==> src/proc_defines.svh <==
// Processor size definitions

`ifndef PROC_DEFINES_SVH
`define PROC_DEFINES_SVH

// Data path and register width
`define DATA_W 8

// Host opcode width
`define OPC_W 4

// Microcode store address width
`define UADDR_W 6

// Microwords reserved for each opcode
// Base address of an opcode is opcode * UWORDS_PER_OP
`define UWORDS_PER_OP 4

`endif
==> src/ucode_pkg.sv <==
// Microcode types and encodings

package ucode_pkg;

    `include "proc_defines.svh"

    typedef logic [`UADDR_W-1:0] uaddr_t;

    // Write enables, bit 0 TA, bit 1 TB, bit 2 F
    typedef logic [2:0] alu_dest_t;

    localparam alu_dest_t DEST_NONE = 3'b000;
    localparam alu_dest_t DEST_TA   = 3'b001;
    localparam alu_dest_t DEST_TB   = 3'b010;
    localparam alu_dest_t DEST_F    = 3'b100;

    typedef enum logic [4:0] {
        ALU_ADD    = 5'd0,
        ALU_SUB    = 5'd1,
        ALU_AND    = 5'd2,
        ALU_OR     = 5'd3,
        ALU_XOR    = 5'd4,
        ALU_INC    = 5'd5,
        ALU_PASS_A = 5'd6
    } alu_func_e;

    typedef logic [11:0] ctrl_word_t;

    // Control word field positions
    localparam int CW_A_SRC    = 0;
    localparam int CW_B_SRC    = 1;
    localparam int CW_FUNC_LSB = 2;
    localparam int CW_FUNC_MSB = 6;
    localparam int CW_CIN      = 7;
    localparam int CW_DEST_LSB = 8;
    localparam int CW_DEST_MSB = 10;
    localparam int CW_LAST     = 11;

    // Opcodes 8 to 15 all decode as a move
    typedef enum logic [`OPC_W-1:0] {
        OP_ADD    = 4'd0,
        OP_SUB    = 4'd1,
        OP_AND    = 4'd2,
        OP_OR     = 4'd3,
        OP_XOR    = 4'd4,
        OP_INC    = 4'd5,
        OP_DSUM   = 4'd6,
        OP_SUMSUB = 4'd7,
        OP_MOVE   = 4'd8
    } opcode_e;

    typedef enum logic [1:0] {
        IDLE = 2'd0,
        LOAD = 2'd1,
        EXEC = 2'd2,
        DONE = 2'd3
    } seq_state_e;

endpackage

==> src/proc_types_pkg.sv <==
// Datapath types

package proc_types_pkg;

    `include "proc_defines.svh"

    // One data byte
    typedef logic [`DATA_W-1:0] data_t;

    // Status word as seen by the host
    typedef logic [3:0] status_t;

    // Status bit positions
    localparam int ST_C4 = 0;
    localparam int ST_C8 = 1;
    localparam int ST_Z  = 2;
    localparam int ST_N  = 3;

endpackage

==> src/micro_cpu_top.sv <==
// Microcoded processor top

`timescale 1ns/1ps
`include "proc_defines.svh"

module micro_cpu_top
    import proc_types_pkg::*;
    import ucode_pkg::*;
(
    input  logic              system_clk,
    input  logic              arst_n,
    input  data_t             data_in_a,
    input  data_t             data_in_b,
    input  logic [`OPC_W-1:0] opcode,
    input  logic              start,
    output data_t             data_out,
    output status_t           status_bits,
    output logic              busy,
    output logic              done
);

    logic       eil;
    logic       load;
    logic       step;
    uaddr_t     uaddr;
    ctrl_word_t ctrl_word;
    ctrl_word_t gated_ctrl;

    control_sequencer u_seq (
        .system_clk (system_clk),
        .arst_n     (arst_n),
        .start      (start),
        .ctrl_word  (ctrl_word),
        .eil        (eil),
        .load       (load),
        .step       (step),
        .gated_ctrl (gated_ctrl),
        .busy       (busy),
        .done       (done)
    );

    micro_counter u_upc (
        .system_clk (system_clk),
        .arst_n     (arst_n),
        .load       (load),
        .step       (step),
        .opcode     (opcode),
        .uaddr      (uaddr)
    );

    microcode_store u_store (
        .uaddr     (uaddr),
        .ctrl_word (ctrl_word)
    );

    processor u_proc (
        .system_clk   (system_clk),
        .arst_n       (arst_n),
        .data_in_a    (data_in_a),
        .data_in_b    (data_in_b),
        .eil          (eil),
        .control_bits (gated_ctrl),
        .data_out     (data_out),
        .status_bits  (status_bits)
    );

endmodule

==> src/control_sequencer.sv <==
// Control sequencer

`timescale 1ns/1ps

module control_sequencer
    import ucode_pkg::*;
(
    input  logic       system_clk,
    input  logic       arst_n,
    input  logic       start,
    input  ctrl_word_t ctrl_word,
    output logic       eil,
    output logic       load,
    output logic       step,
    output ctrl_word_t gated_ctrl,
    output logic       busy,
    output logic       done
);

    seq_state_e state, state_nxt;
    logic       exec_en;

    always_ff @(posedge system_clk or negedge arst_n) begin
        if (!arst_n) begin
            state <= IDLE;
        end else begin
            state <= state_nxt;
        end
    end

    always_comb begin
        state_nxt = state;
        case (state)
            // Start outside IDLE has no effect
            IDLE: if (start) state_nxt = LOAD;
            LOAD: state_nxt = EXEC;
            EXEC: if (ctrl_word[CW_LAST]) state_nxt = DONE;
            DONE: state_nxt = IDLE;
            default: state_nxt = IDLE;
        endcase
    end

    // Operand load and counter preset share the LOAD cycle
    assign eil     = (state == LOAD);
    assign load    = (state == LOAD);
    assign exec_en = (state == EXEC);
    assign step    = exec_en;

    // Datapath sees a zero word outside EXEC
    assign gated_ctrl = exec_en ? ctrl_word : '0;

    assign busy = (state != IDLE);
    assign done = (state == DONE);

    // Final microword writes F, so result and flags are valid with done
    a_last_writes_f: assert property (
        @(posedge system_clk) disable iff (!arst_n)
        (exec_en && ctrl_word[CW_LAST]) |-> ctrl_word[CW_DEST_MSB]
    );

endmodule

==> src/micro_counter.sv <==
// Microprogram address counter

`timescale 1ns/1ps
`include "proc_defines.svh"

module micro_counter
    import ucode_pkg::*;
(
    input  logic              system_clk,
    input  logic              arst_n,
    input  logic              load,
    input  logic              step,
    input  logic [`OPC_W-1:0] opcode,
    output uaddr_t            uaddr
);

    localparam int LAST_OFS = `UWORDS_PER_OP - 1;

    uaddr_t base;

    // Start of the opcode's block
    assign base = uaddr_t'(opcode) * uaddr_t'(`UWORDS_PER_OP);

    always_ff @(posedge system_clk or negedge arst_n) begin
        if (!arst_n) begin
            uaddr <= '0;
        end else if (load) begin
            uaddr <= base;
        end else if (step) begin
            uaddr <= uaddr + 1'b1;
        end
    end

    // Every microprogram ends inside its own block
    a_step_in_block: assert property (
        @(posedge system_clk) disable iff (!arst_n)
        (step && !load) |-> ((uaddr % `UWORDS_PER_OP) != LAST_OFS)
    );

endmodule

==> src/microcode_store.sv <==
// Microprogram store

`timescale 1ns/1ps
`include "proc_defines.svh"

module microcode_store
    import ucode_pkg::*;
(
    input  uaddr_t     uaddr,
    output ctrl_word_t ctrl_word
);

    localparam int OFS_W = $clog2(`UWORDS_PER_OP);

    logic [`OPC_W-1:0] blk;
    logic [OFS_W-1:0]  ofs;

    // Build one control word from its fields
    function automatic ctrl_word_t cw(
        input logic      a_src,
        input logic      b_src,
        input alu_func_e func,
        input logic      c_in,
        input alu_dest_t dest,
        input logic      last
    );
        ctrl_word_t w;
        w                           = '0;
        w[CW_A_SRC]                 = a_src;
        w[CW_B_SRC]                 = b_src;
        w[CW_FUNC_MSB:CW_FUNC_LSB]  = func;
        w[CW_CIN]                   = c_in;
        w[CW_DEST_MSB:CW_DEST_LSB]  = dest;
        w[CW_LAST]                  = last;
        return w;
    endfunction

    assign blk = uaddr[`UADDR_W-1:OFS_W];
    assign ofs = uaddr[OFS_W-1:0];

    always_comb begin
        // Unlisted addresses and moves: F gets A, then stop
        ctrl_word = cw(1'b0, 1'b0, ALU_PASS_A, 1'b0, DEST_F, 1'b1);
        case (opcode_e'(blk))
            OP_ADD: if (ofs == 0) ctrl_word = cw(1'b0, 1'b0, ALU_ADD, 1'b0, DEST_F, 1'b1);
            OP_SUB: if (ofs == 0) ctrl_word = cw(1'b0, 1'b0, ALU_SUB, 1'b1, DEST_F, 1'b1);
            OP_AND: if (ofs == 0) ctrl_word = cw(1'b0, 1'b0, ALU_AND, 1'b0, DEST_F, 1'b1);
            OP_OR:  if (ofs == 0) ctrl_word = cw(1'b0, 1'b0, ALU_OR, 1'b0, DEST_F, 1'b1);
            OP_XOR: if (ofs == 0) ctrl_word = cw(1'b0, 1'b0, ALU_XOR, 1'b0, DEST_F, 1'b1);
            OP_INC: if (ofs == 0) ctrl_word = cw(1'b0, 1'b0, ALU_INC, 1'b1, DEST_F, 1'b1);
            OP_DSUM: begin
                // Both temps take A+B, then F = TA+TB
                if (ofs == 0) ctrl_word = cw(1'b0, 1'b0, ALU_ADD, 1'b0, DEST_TA | DEST_TB, 1'b0);
                if (ofs == 1) ctrl_word = cw(1'b1, 1'b1, ALU_ADD, 1'b0, DEST_F, 1'b1);
            end
            OP_SUMSUB: begin
                if (ofs == 0) ctrl_word = cw(1'b0, 1'b0, ALU_ADD, 1'b0, DEST_TA, 1'b0);
                if (ofs == 1) ctrl_word = cw(1'b0, 1'b0, ALU_SUB, 1'b1, DEST_TB, 1'b0);
                if (ofs == 2) ctrl_word = cw(1'b1, 1'b1, ALU_XOR, 1'b0, DEST_F, 1'b1);
            end
            default: ;
        endcase
    end

endmodule

==> src/processor.sv <==
// Processor datapath

`timescale 1ns/1ps
`include "proc_defines.svh"

module processor
    import proc_types_pkg::*;
    import ucode_pkg::*;
(
    input  logic       system_clk,
    input  logic       arst_n,
    input  data_t      data_in_a,
    input  data_t      data_in_b,
    input  logic       eil,
    input  ctrl_word_t control_bits,
    output data_t      data_out,
    output status_t    status_bits
);

    logic      a_source;
    logic      b_source;
    alu_func_e alu_func;
    logic      cin;
    alu_dest_t alu_dest;

    data_t a_q, b_q, ta_q, tb_q, f_q;
    data_t alu_in_a, alu_in_b, alu_out;
    logic  alu_c4, alu_c8;
    logic  c4_q, c8_q, z_q;

    // Control word fields
    assign a_source = control_bits[CW_A_SRC];
    assign b_source = control_bits[CW_B_SRC];
    assign alu_func = alu_func_e'(control_bits[CW_FUNC_MSB:CW_FUNC_LSB]);
    assign cin      = control_bits[CW_CIN];
    assign alu_dest = control_bits[CW_DEST_MSB:CW_DEST_LSB];

    // Operand registers
    always_ff @(posedge system_clk or negedge arst_n) begin
        if (!arst_n) begin
            a_q <= '0;
            b_q <= '0;
        end else if (eil) begin
            a_q <= data_in_a;
            b_q <= data_in_b;
        end
    end

    // Source muxes
    assign alu_in_a = a_source ? ta_q : a_q;
    assign alu_in_b = b_source ? tb_q : b_q;

    alu alu1 (
        .in_a     (alu_in_a),
        .in_b     (alu_in_b),
        .cin      (cin),
        .alu_func (alu_func),
        .out8     (alu_out),
        .c4       (alu_c4),
        .c8       (alu_c8)
    );

    // Temp registers and F, flags taken with every F write
    always_ff @(posedge system_clk or negedge arst_n) begin
        if (!arst_n) begin
            ta_q <= '0;
            tb_q <= '0;
            f_q  <= '0;
            c4_q <= 1'b0;
            c8_q <= 1'b0;
            z_q  <= 1'b0;
        end else begin
            if (alu_dest[0]) begin
                ta_q <= alu_out;
            end
            if (alu_dest[1]) begin
                tb_q <= alu_out;
            end
            if (alu_dest[2]) begin
                f_q  <= alu_out;
                c4_q <= alu_c4;
                c8_q <= alu_c8;
                // Zero of the value going into F
                z_q  <= (alu_out == '0);
            end
        end
    end

    assign data_out = f_q;

    assign status_bits[ST_C4] = c4_q;
    assign status_bits[ST_C8] = c8_q;
    assign status_bits[ST_Z]  = z_q;
    assign status_bits[ST_N]  = f_q[`DATA_W-1];

    // Operand load and microword execution are separate phases
    a_eil_no_write: assert property (
        @(posedge system_clk) disable iff (!arst_n)
        eil |-> (alu_dest == DEST_NONE)
    );

endmodule

==> src/alu.sv <==
// 8-bit ALU

`timescale 1ns/1ps
`include "proc_defines.svh"

module alu
    import proc_types_pkg::*;
    import ucode_pkg::*;
(
    input  data_t     in_a,
    input  data_t     in_b,
    input  logic      cin,
    input  alu_func_e alu_func,
    output data_t     out8,
    output logic      c4,
    output logic      c8
);

    localparam int NIB_W = `DATA_W / 2;

    data_t            b_op;
    logic [`DATA_W:0] sum;
    logic [NIB_W:0]   nib_sum;

    // B operand of the adder
    always_comb begin
        case (alu_func)
            ALU_SUB: b_op = ~in_b;
            ALU_INC: b_op = '0;
            default: b_op = in_b;
        endcase
    end

    assign sum     = {1'b0, in_a} + {1'b0, b_op} + cin;
    // Low nibble sum gives the half carry
    assign nib_sum = {1'b0, in_a[NIB_W-1:0]} + {1'b0, b_op[NIB_W-1:0]} + cin;

    always_comb begin
        c4   = 1'b0;
        c8   = 1'b0;
        case (alu_func)
            ALU_ADD, ALU_SUB, ALU_INC: begin
                out8 = sum[`DATA_W-1:0];
                c4   = nib_sum[NIB_W];
                c8   = sum[`DATA_W];
            end
            ALU_AND: out8 = in_a & in_b;
            ALU_OR:  out8 = in_a | in_b;
            ALU_XOR: out8 = in_a ^ in_b;
            // PASS_A and unused codes
            default: out8 = in_a;
        endcase
    end

endmodule

==> config.mk <==
export PLATFORM = sky130hd
export DESIGN_NAME = micro_cpu_top
export DESIGN_NICKNAME = d
export VERILOG_FILES = /design/src/ucode_pkg.sv /design/src/proc_types_pkg.sv /design/src/micro_cpu_top.sv /design/src/control_sequencer.sv /design/src/micro_counter.sv /design/src/microcode_store.sv /design/src/processor.sv /design/src/alu.sv
export VERILOG_INCLUDE_DIRS = /design/src /design/src/src
export SDC_FILE = /design/constraint.sdc
export NUM_CORES = 1
export LEC_CHECK = 0
export BUFFER_PORTS_ARGS = -buffer_cell sky130_fd_sc_hd__buf_2
export CORE_ASPECT_RATIO = 1.5
export CORE_MARGIN = 5
export CORE_UTILIZATION = 47
export DETAILED_ROUTE_END_ITERATION = 12
export PLACE_DENSITY = 0.68
export RECOVER_POWER = 25
export SYNTH_ARGS = -nofsm -noshare
export SYNTH_HDL_FRONTEND = slang
export SYNTH_SLANG_ARGS = --single-unit
==> constraint.sdc <==
create_clock -name system_clk -period 4.3 [get_ports system_clk]
set_clock_uncertainty 0.15 [all_clocks]
set_input_delay 0.645 -clock system_clk [delete_from_list [all_inputs] [get_ports system_clk]]
set_output_delay 0.645 -clock system_clk [all_outputs]
set_load 0.005 [all_outputs]
Word-level counts from Yosys, hierarchy flattened
Index checks and enable logic that the tools add are counted.
{ "word_totals": {"ff_bits": 51, "latchBits": 0, "ram_bits": 0, "rom_bits": 0, "inputBits": 23, "mem_count": 0} }
{ "op_classes": {"addsub": 5, "multipliers": 0, "n_div": 0, "magnitude_cmp": 0, "eq_ne": 19, "shift": 0, "n_mux": 24, "bitwise_logic": 4, "n_reduce_logical": 9} }
{ "ops": {"columns": ["op", "count"], "rows": [
  ["case mux 12 bit (8 select lines)", 1],
  ["two-way mux 12 bit", 5],
  ["two-way mux 8 bit", 4],
  ["case mux 8 bit (4 select lines)", 1],
  ["== test 4 x 3 -> 1 bit, second input constant", 4],
  ["case mux 8 bit (2 select lines)", 1],
  ["two-way mux 5 bit", 3],
  ["two-way mux 6 bit", 2],
  ["two-way mux 11 bit", 1],
  ["== test 5 x 2 -> 1 bit, second input constant", 2],
  ["== test 5 x 3 -> 1 bit, second input constant", 2],
  ["adder 8 x 8 -> 9 bit", 1],
  ["adder 9 x 1 -> 9 bit", 1],
  ["AND 8 bit", 1],
  ["== test 4 x 2 -> 1 bit, second input constant", 2],
  ["logical NOT 8 bit", 1],
  ["inverter 8 bit", 1],
  ["OR 8 bit", 1],
  ["case mux 2 bit (4 select lines)", 1],
  ["XOR 8 bit", 1],
  ["adder 6 x 1 -> 6 bit, second input constant", 1],
  ["== test 2 bit, second input constant", 3],
  ["adder 4 x 4 -> 5 bit", 1],
  ["adder 5 x 1 -> 5 bit", 1],
  ["other kinds (14)", 19]
]} }

Logic depth before layout (Yosys ltp)
{ "logic_depth": {"depth_word": 13, "mapped_depth": 18, "depth_no_buf": 17} }

By module
From an unflattened synthesis, not the netlist that was laid out.
{ "unflattened": {"hier_cells": 339, "hier_area_um2": 3598.5} }
{ "by_module_without_submodules": {"columns": ["mod", "instances", "cells_each", "area_per_inst_um2"], "rows": [
  ["processor", 1, 117, 1886.8],
  ["alu", 1, 135, 952.2],
  ["micro_counter", 1, 32, 319.1],
  ["control_sequencer", 1, 30, 275.3],
  ["microcode_store", 1, 25, 165.2]
]} }

Least setup slack after synthesis
Ideal clock, no wire load.
{ "synth_timing": {"path_type": "register to register", "start": "register u_seq.state[0]", "end": "register u_proc.z_q", "arrival_ns": 4.105, "slack_ns": -0.032, "path_stages_with_launch": 17, "n_path_buf": 1, "cell_sequence": "dfrtp_1 -> inv_1 -> ha_1 -> nand2b_1 -> nor3_4 -> buf_4 -> mux2i_1 -> mux2_2 -> fa_1 -> fa_1 -> nand2b_1 -> a211oi_1 -> o21a_1 -> nor3_1 -> o22ai_1 -> o2111ai_1 -> o21ai_1"} }
{ "synth_between": {"elab_chain_len": 9} }
{ "synth_lines": {"columns": ["item", "line", "text"], "rows": [
  ["start, declared", "control_sequencer.sv:20", "seq_state_e state, state_nxt;"],
  ["start signal, assigned", "control_sequencer.sv:27", "state <= state_nxt;"],
  ["== test 2 bit *", "control_sequencer.sv:46", "assign exec_en = (state == EXEC);"],
  ["two-way mux 11 bit *", "control_sequencer.sv:50", "assign gated_ctrl = exec_en ? ctrl_word : '0;"],
  ["parallel branches: the longest is 7 deep, another holds adder 8 x 8 -> 9 bit", null, null],
  ["end signal, assigned", "processor.sv:84", "z_q <= (alu_out == '0);"],
  ["end, declared", "processor.sv:29", "logic c4_q, c8_q, z_q;"]
]} }
Every way passes the cells marked *.
A chain may end at the register's enable or synchronous reset.

Final worst setup path
{ "layout_timing": {"start": "register u_upc.uaddr[0]", "end": "register u_proc.tb_q[4]"} }
{ "layout_between": {"elab_chain_len": 11} }
{ "layout_lines": {"columns": ["item", "line", "text"], "rows": [
  ["start, declared", "micro_counter.sv:14", "output uaddr_t uaddr"],
  ["start signal, assigned", "micro_counter.sv:28", "uaddr <= base;"],
  ["start signal, assigned", "micro_counter.sv:30", "uaddr <= uaddr + 1'b1;"],
  ["logical NOT 2 bit or == test 2 x 1 -> 1 bit (tied branches)", null, null],
  ["two-way mux 12 bit (on tied branches)", "microcode_store.sv:57, microcode_store.sv:58", null],
  ["two-way mux 12 bit (on tied branches)", "microcode_store.sv:58, microcode_store.sv:59", null],
  ["two-way mux 12 bit or case mux 12 bit (8 select lines) (tied branches)", "microcode_store.sv:59, microcode_store.sv:44", null],
  ["case mux 12 bit (8 select lines) *", "microcode_store.sv:44", "case (opcode_e'(blk))"],
  ["two-way mux 11 bit *", "control_sequencer.sv:50", null],
  ["== test 5 x 3 -> 1 bit (tied with other cells)", "alu.sv:27, alu.sv:41", null],
  ["case mux 8 bit (2 select lines)", "alu.sv:27", "case (alu_func)"],
  ["adder 8 x 8 -> 9 bit", "alu.sv:34", "assign sum = {1'b0, in_a} + {1'b0, b_op} + cin;"],
  ["adder 9 x 1 -> 9 bit", "alu.sv:34", null],
  ["case mux 8 bit (4 select lines)", "alu.sv:41", "case (alu_func)"],
  ["end signal, assigned", "processor.sv:77", "tb_q <= alu_out;"],
  ["end, declared", "processor.sv:26", "data_t a_q, b_q, ta_q, tb_q, f_q;"]
]} }
Mark *: on every way between the ends. The rest lies on a longest branch, timed or not.

==> impl_metrics.toml <==
[routing]
drtIter0Drc = 183
wl_per_cell_um = 17.2
routed_wirelength_um = 8900
vias_per_cell = 5.62
postRouteAntennaNets = 0
post-route-drc-count = 0
route.vias.total = 2906
dr.pass1.iters = 4

[finish]
area_growth_pct = 14.6
fillers = 716
fin_nets = 473
final_layout_size_suffix_gt1_frac = 0.270
multi_input_area_um2 = 2180
seqCellArea_um2 = 1280
diodes = 0

[sta]
fmax_ghz = 0.251
fin_tns_setup_ns = 0
finalCritPeriodShare = 0.928
post-route-min-period_ns = 3.99
worst_pin_slew_ns = 2.71
drv_slew = 52
hold_viol = 0
rsz0062_at_grt = "no"
setup_viol = 0
slew_headroom = -0.804

[synth]
yosysMostFrequentCell = "dfrtp_1"
syn_nets = 429
yosysTopAreaCell = "dfrtp_1"
syn_area_per_cell_um2 = 9.90
synthTopCellsByCount = "dfrtp_1 (51), inv_1 (35), ha_1 (34), mux2i_1 (31)"
synthTopCellsByArea = "dfrtp_1 (35%), ha_1 (12%), mux2i_1 (8.5%)"
seq_area_frac_synth = 0.348
synth_top_area_share = 0.348
synthCells = 370
yosysWarnings = 0
synth_edf_count = 0
ys_seq_elements = 51
synthArstFlopShare = 1.00
synth_area_um2 = 3660
ys.flop_type = "dfrtp_1"
synth.distinct_cells = 57

[worst_setup_path]
critPathLaunchType = "flip-flop"
cp_num_buf_inv = 1
end_kind = "flip-flop"
r2r-end = "u_proc.tb_q[4]$_DFFE_PN0P_"
reg2regPathDepth = 16
cp_max_fo = 6
cp_data_arrival_time_ns = 4.02
crit_end = "u_proc.tb_q[4]$_DFFE_PN0P_"
path_cells = "ha_1 > buf_4 > o211ai_1 > o221ai_1 > o21a_1 > nand2b_1 > mux2_2 > fa_2 > fa_2 > nand2b_1 > a21oi_2 > xnor2_1 > nor2_1 > nor2b_1 > a21oi_1 > mux2_2"
required_ns = 4.33
cp_slowest_cell = "dfrtp_2"
critical_path_class = "reg2reg"
cp_top_family = "compound AO/OA/AOI/OAI gates"
r2r_setup_slack_ns = 0.31
worstSetupPathDepth = 16
critPathLaunch = "u_upc.uaddr[0]$_DFFE_PN0P_"
rr_startpoint = "u_upc.uaddr[0]$_DFFE_PN0P_"
slowest_delay_ns = 0.45

[placement]
placement.io_buffers = 36
post-dp-hpwl_um = 6810
gp_congestion = 0.900

[clock_tree]
htreeDepth = 2
cts_inserted_buffers = 5
clkSinkCount = 51
holdBufCountCts = 0
root_buffer = "clkbuf_16"
clock_path_buffers = 2
clk_latency_ns = 0.30
tritoncts = "built"
clk_pin_slew_ns = 0.07

[die]
io_pins = 37
die_area_um2 = 9700
die_h_um = 118
core-area_um2 = 7610
fp-row-count = 39
start_util = 0.481
die_w_um = 82.1

[run]
drv_cap = 1

[outcome]
status = "finished, violations left"
violations = "max-capacitance violations, max-slew violations"

[grt]
antenna_found_initial = 0
grt-ovfl-total = 0
grt_use_total = 0.196
grt_pass1_vias = 3053
grt_max_degree = 52
grt_first_pass_wirelength_um = 14600

[hold_path]
hp-class = "reg2reg"
## logic make-up (layout without fill, tap and decap cells)
logic type / count (synthesis) / after routing / synth area share
simple gates: 84 / 84 / 0.116
flops: 51 / 51 / 0.348
mux: 56 / 56 / 0.161
xor+xnor: 3 / 3 / 0.00717
buf+inv: 56 / 101 / 0.0686
fa+ha+maj: 36 / 36 / 0.127
compound gates: 84 / 84 / 0.171
## layer usage
| metal | up-vias | wire, um | global-route usage |
|---|---|---|---|
| met5 | - | 0 | 0 |
| met4 | 0 | 542 | 0.135 |
| met3 | 35 | 312 | 0.0304 |
| met2 | 66 | 4560 | 0.332 |
| met1 | 1403 | 3490 | 0.215 |
| li1 | 1402 | - | - |
## registers in the layout, indices dropped and copies added (netlist names), 2 cells and up
name and flops:
u_upc.uaddr 6, u_proc.b_q 8, u_seq.state 2, u_proc.ta_q 8
u_proc.data_out 8, u_proc.tb_q 8, u_proc.a_q 8
## how the worst min path moves through the flow
| stage | from | endpoint | slack [ns] | cells after the start |
|---|---|---|---|---|
| global placement | u_proc.data_out[5]$_DFFE_PN0P_ | u_proc.data_out[5]$_DFFE_PN0P_ | 0.31 | 2 |
| global route | u_proc.data_out[5]$_DFFE_PN0P_ | u_proc.data_out[5]$_DFFE_PN0P_ | 0.35 | 2 |
| detailed placement | u_proc.c8_q$_DFFE_PN0P_ | u_proc.c8_q$_DFFE_PN0P_ | 0.31 | 2 |
| CTS | u_proc.c8_q$_DFFE_PN0P_ | u_proc.c8_q$_DFFE_PN0P_ | 0.33 | 2 |
| finish | u_proc.c8_q$_DFFE_PN0P_ | u_proc.c8_q$_DFFE_PN0P_ | 0.32 | 2 |
| floorplan | arst_n | u_proc.a_q[0]$_DFFE_PN0P_ | 0.20 | 0 |
## placed cells by master (no fill, tap or decap), drive strengths merged, types with 4 or more instances in the layout
cell,Yosys,final
inv,35,36
nor2,24,24
a21oi,7,7
dfrtp,51,51
nand2b,5,5
mux2,25,25
o31ai,6,6
buf,11,57
o21a,6,6
nor3,6,6
a221o,5,5
mux2i,31,31
nand3,6,6
nand2,25,25
o21ai,25,25
clkbuf,10,7
o211ai,4,4
ha,34,34
## tightest hold or removal path, cell delays in order (launching register included)
cell	delay, ns
dfrtp_1	0.34
nand2_1	0.05
o31ai_1	0.05
## per-stage QoR
step / hold slack [ns] / worst slack (ns) / cell area [um^2] / instances / utilization
after floorplan: 0.199 / 0.0383 / 3660 / 370 / -
after global placement: 0.308 / 0.143 / 4000 / 507 / 0.526
after detailed placement: 0.313 / 0.0332 / 4000 / 507 / 0.526
after CTS: 0.329 / 0.0970 / 4150 / 515 / 0.546
after global routing: 0.348 / 0.0260 / 4200 / 517 / 0.552
final: 0.324 / 0.312 / 4200 / 517 / 0.552
## cell type report
| cell class | count | area share |
|---|---|---|
| clock buffers | 6 | 0.0307 |
| clock inverters | 2 | 0.00387 |
| inverters | 35 | 0.0313 |
| multi-input cells | 263 | 0.518 |
| flip-flops and latches | 51 | 0.304 |
| well taps | 102 | 0.0304 |
| repair buffers | 58 | 0.0813 |
## timing repair
item / 4_1_cts / 5_1_grt
pin swaps: 0 / 4
gates resized for setup: 1 / 11
setup endpoints to repair: 1 / 9
setup buffers: 0 / 2
Power is left out: the tool's default activity adds up to more than one toggle a clock period on the data nets, which glitch-free logic cannot reach.
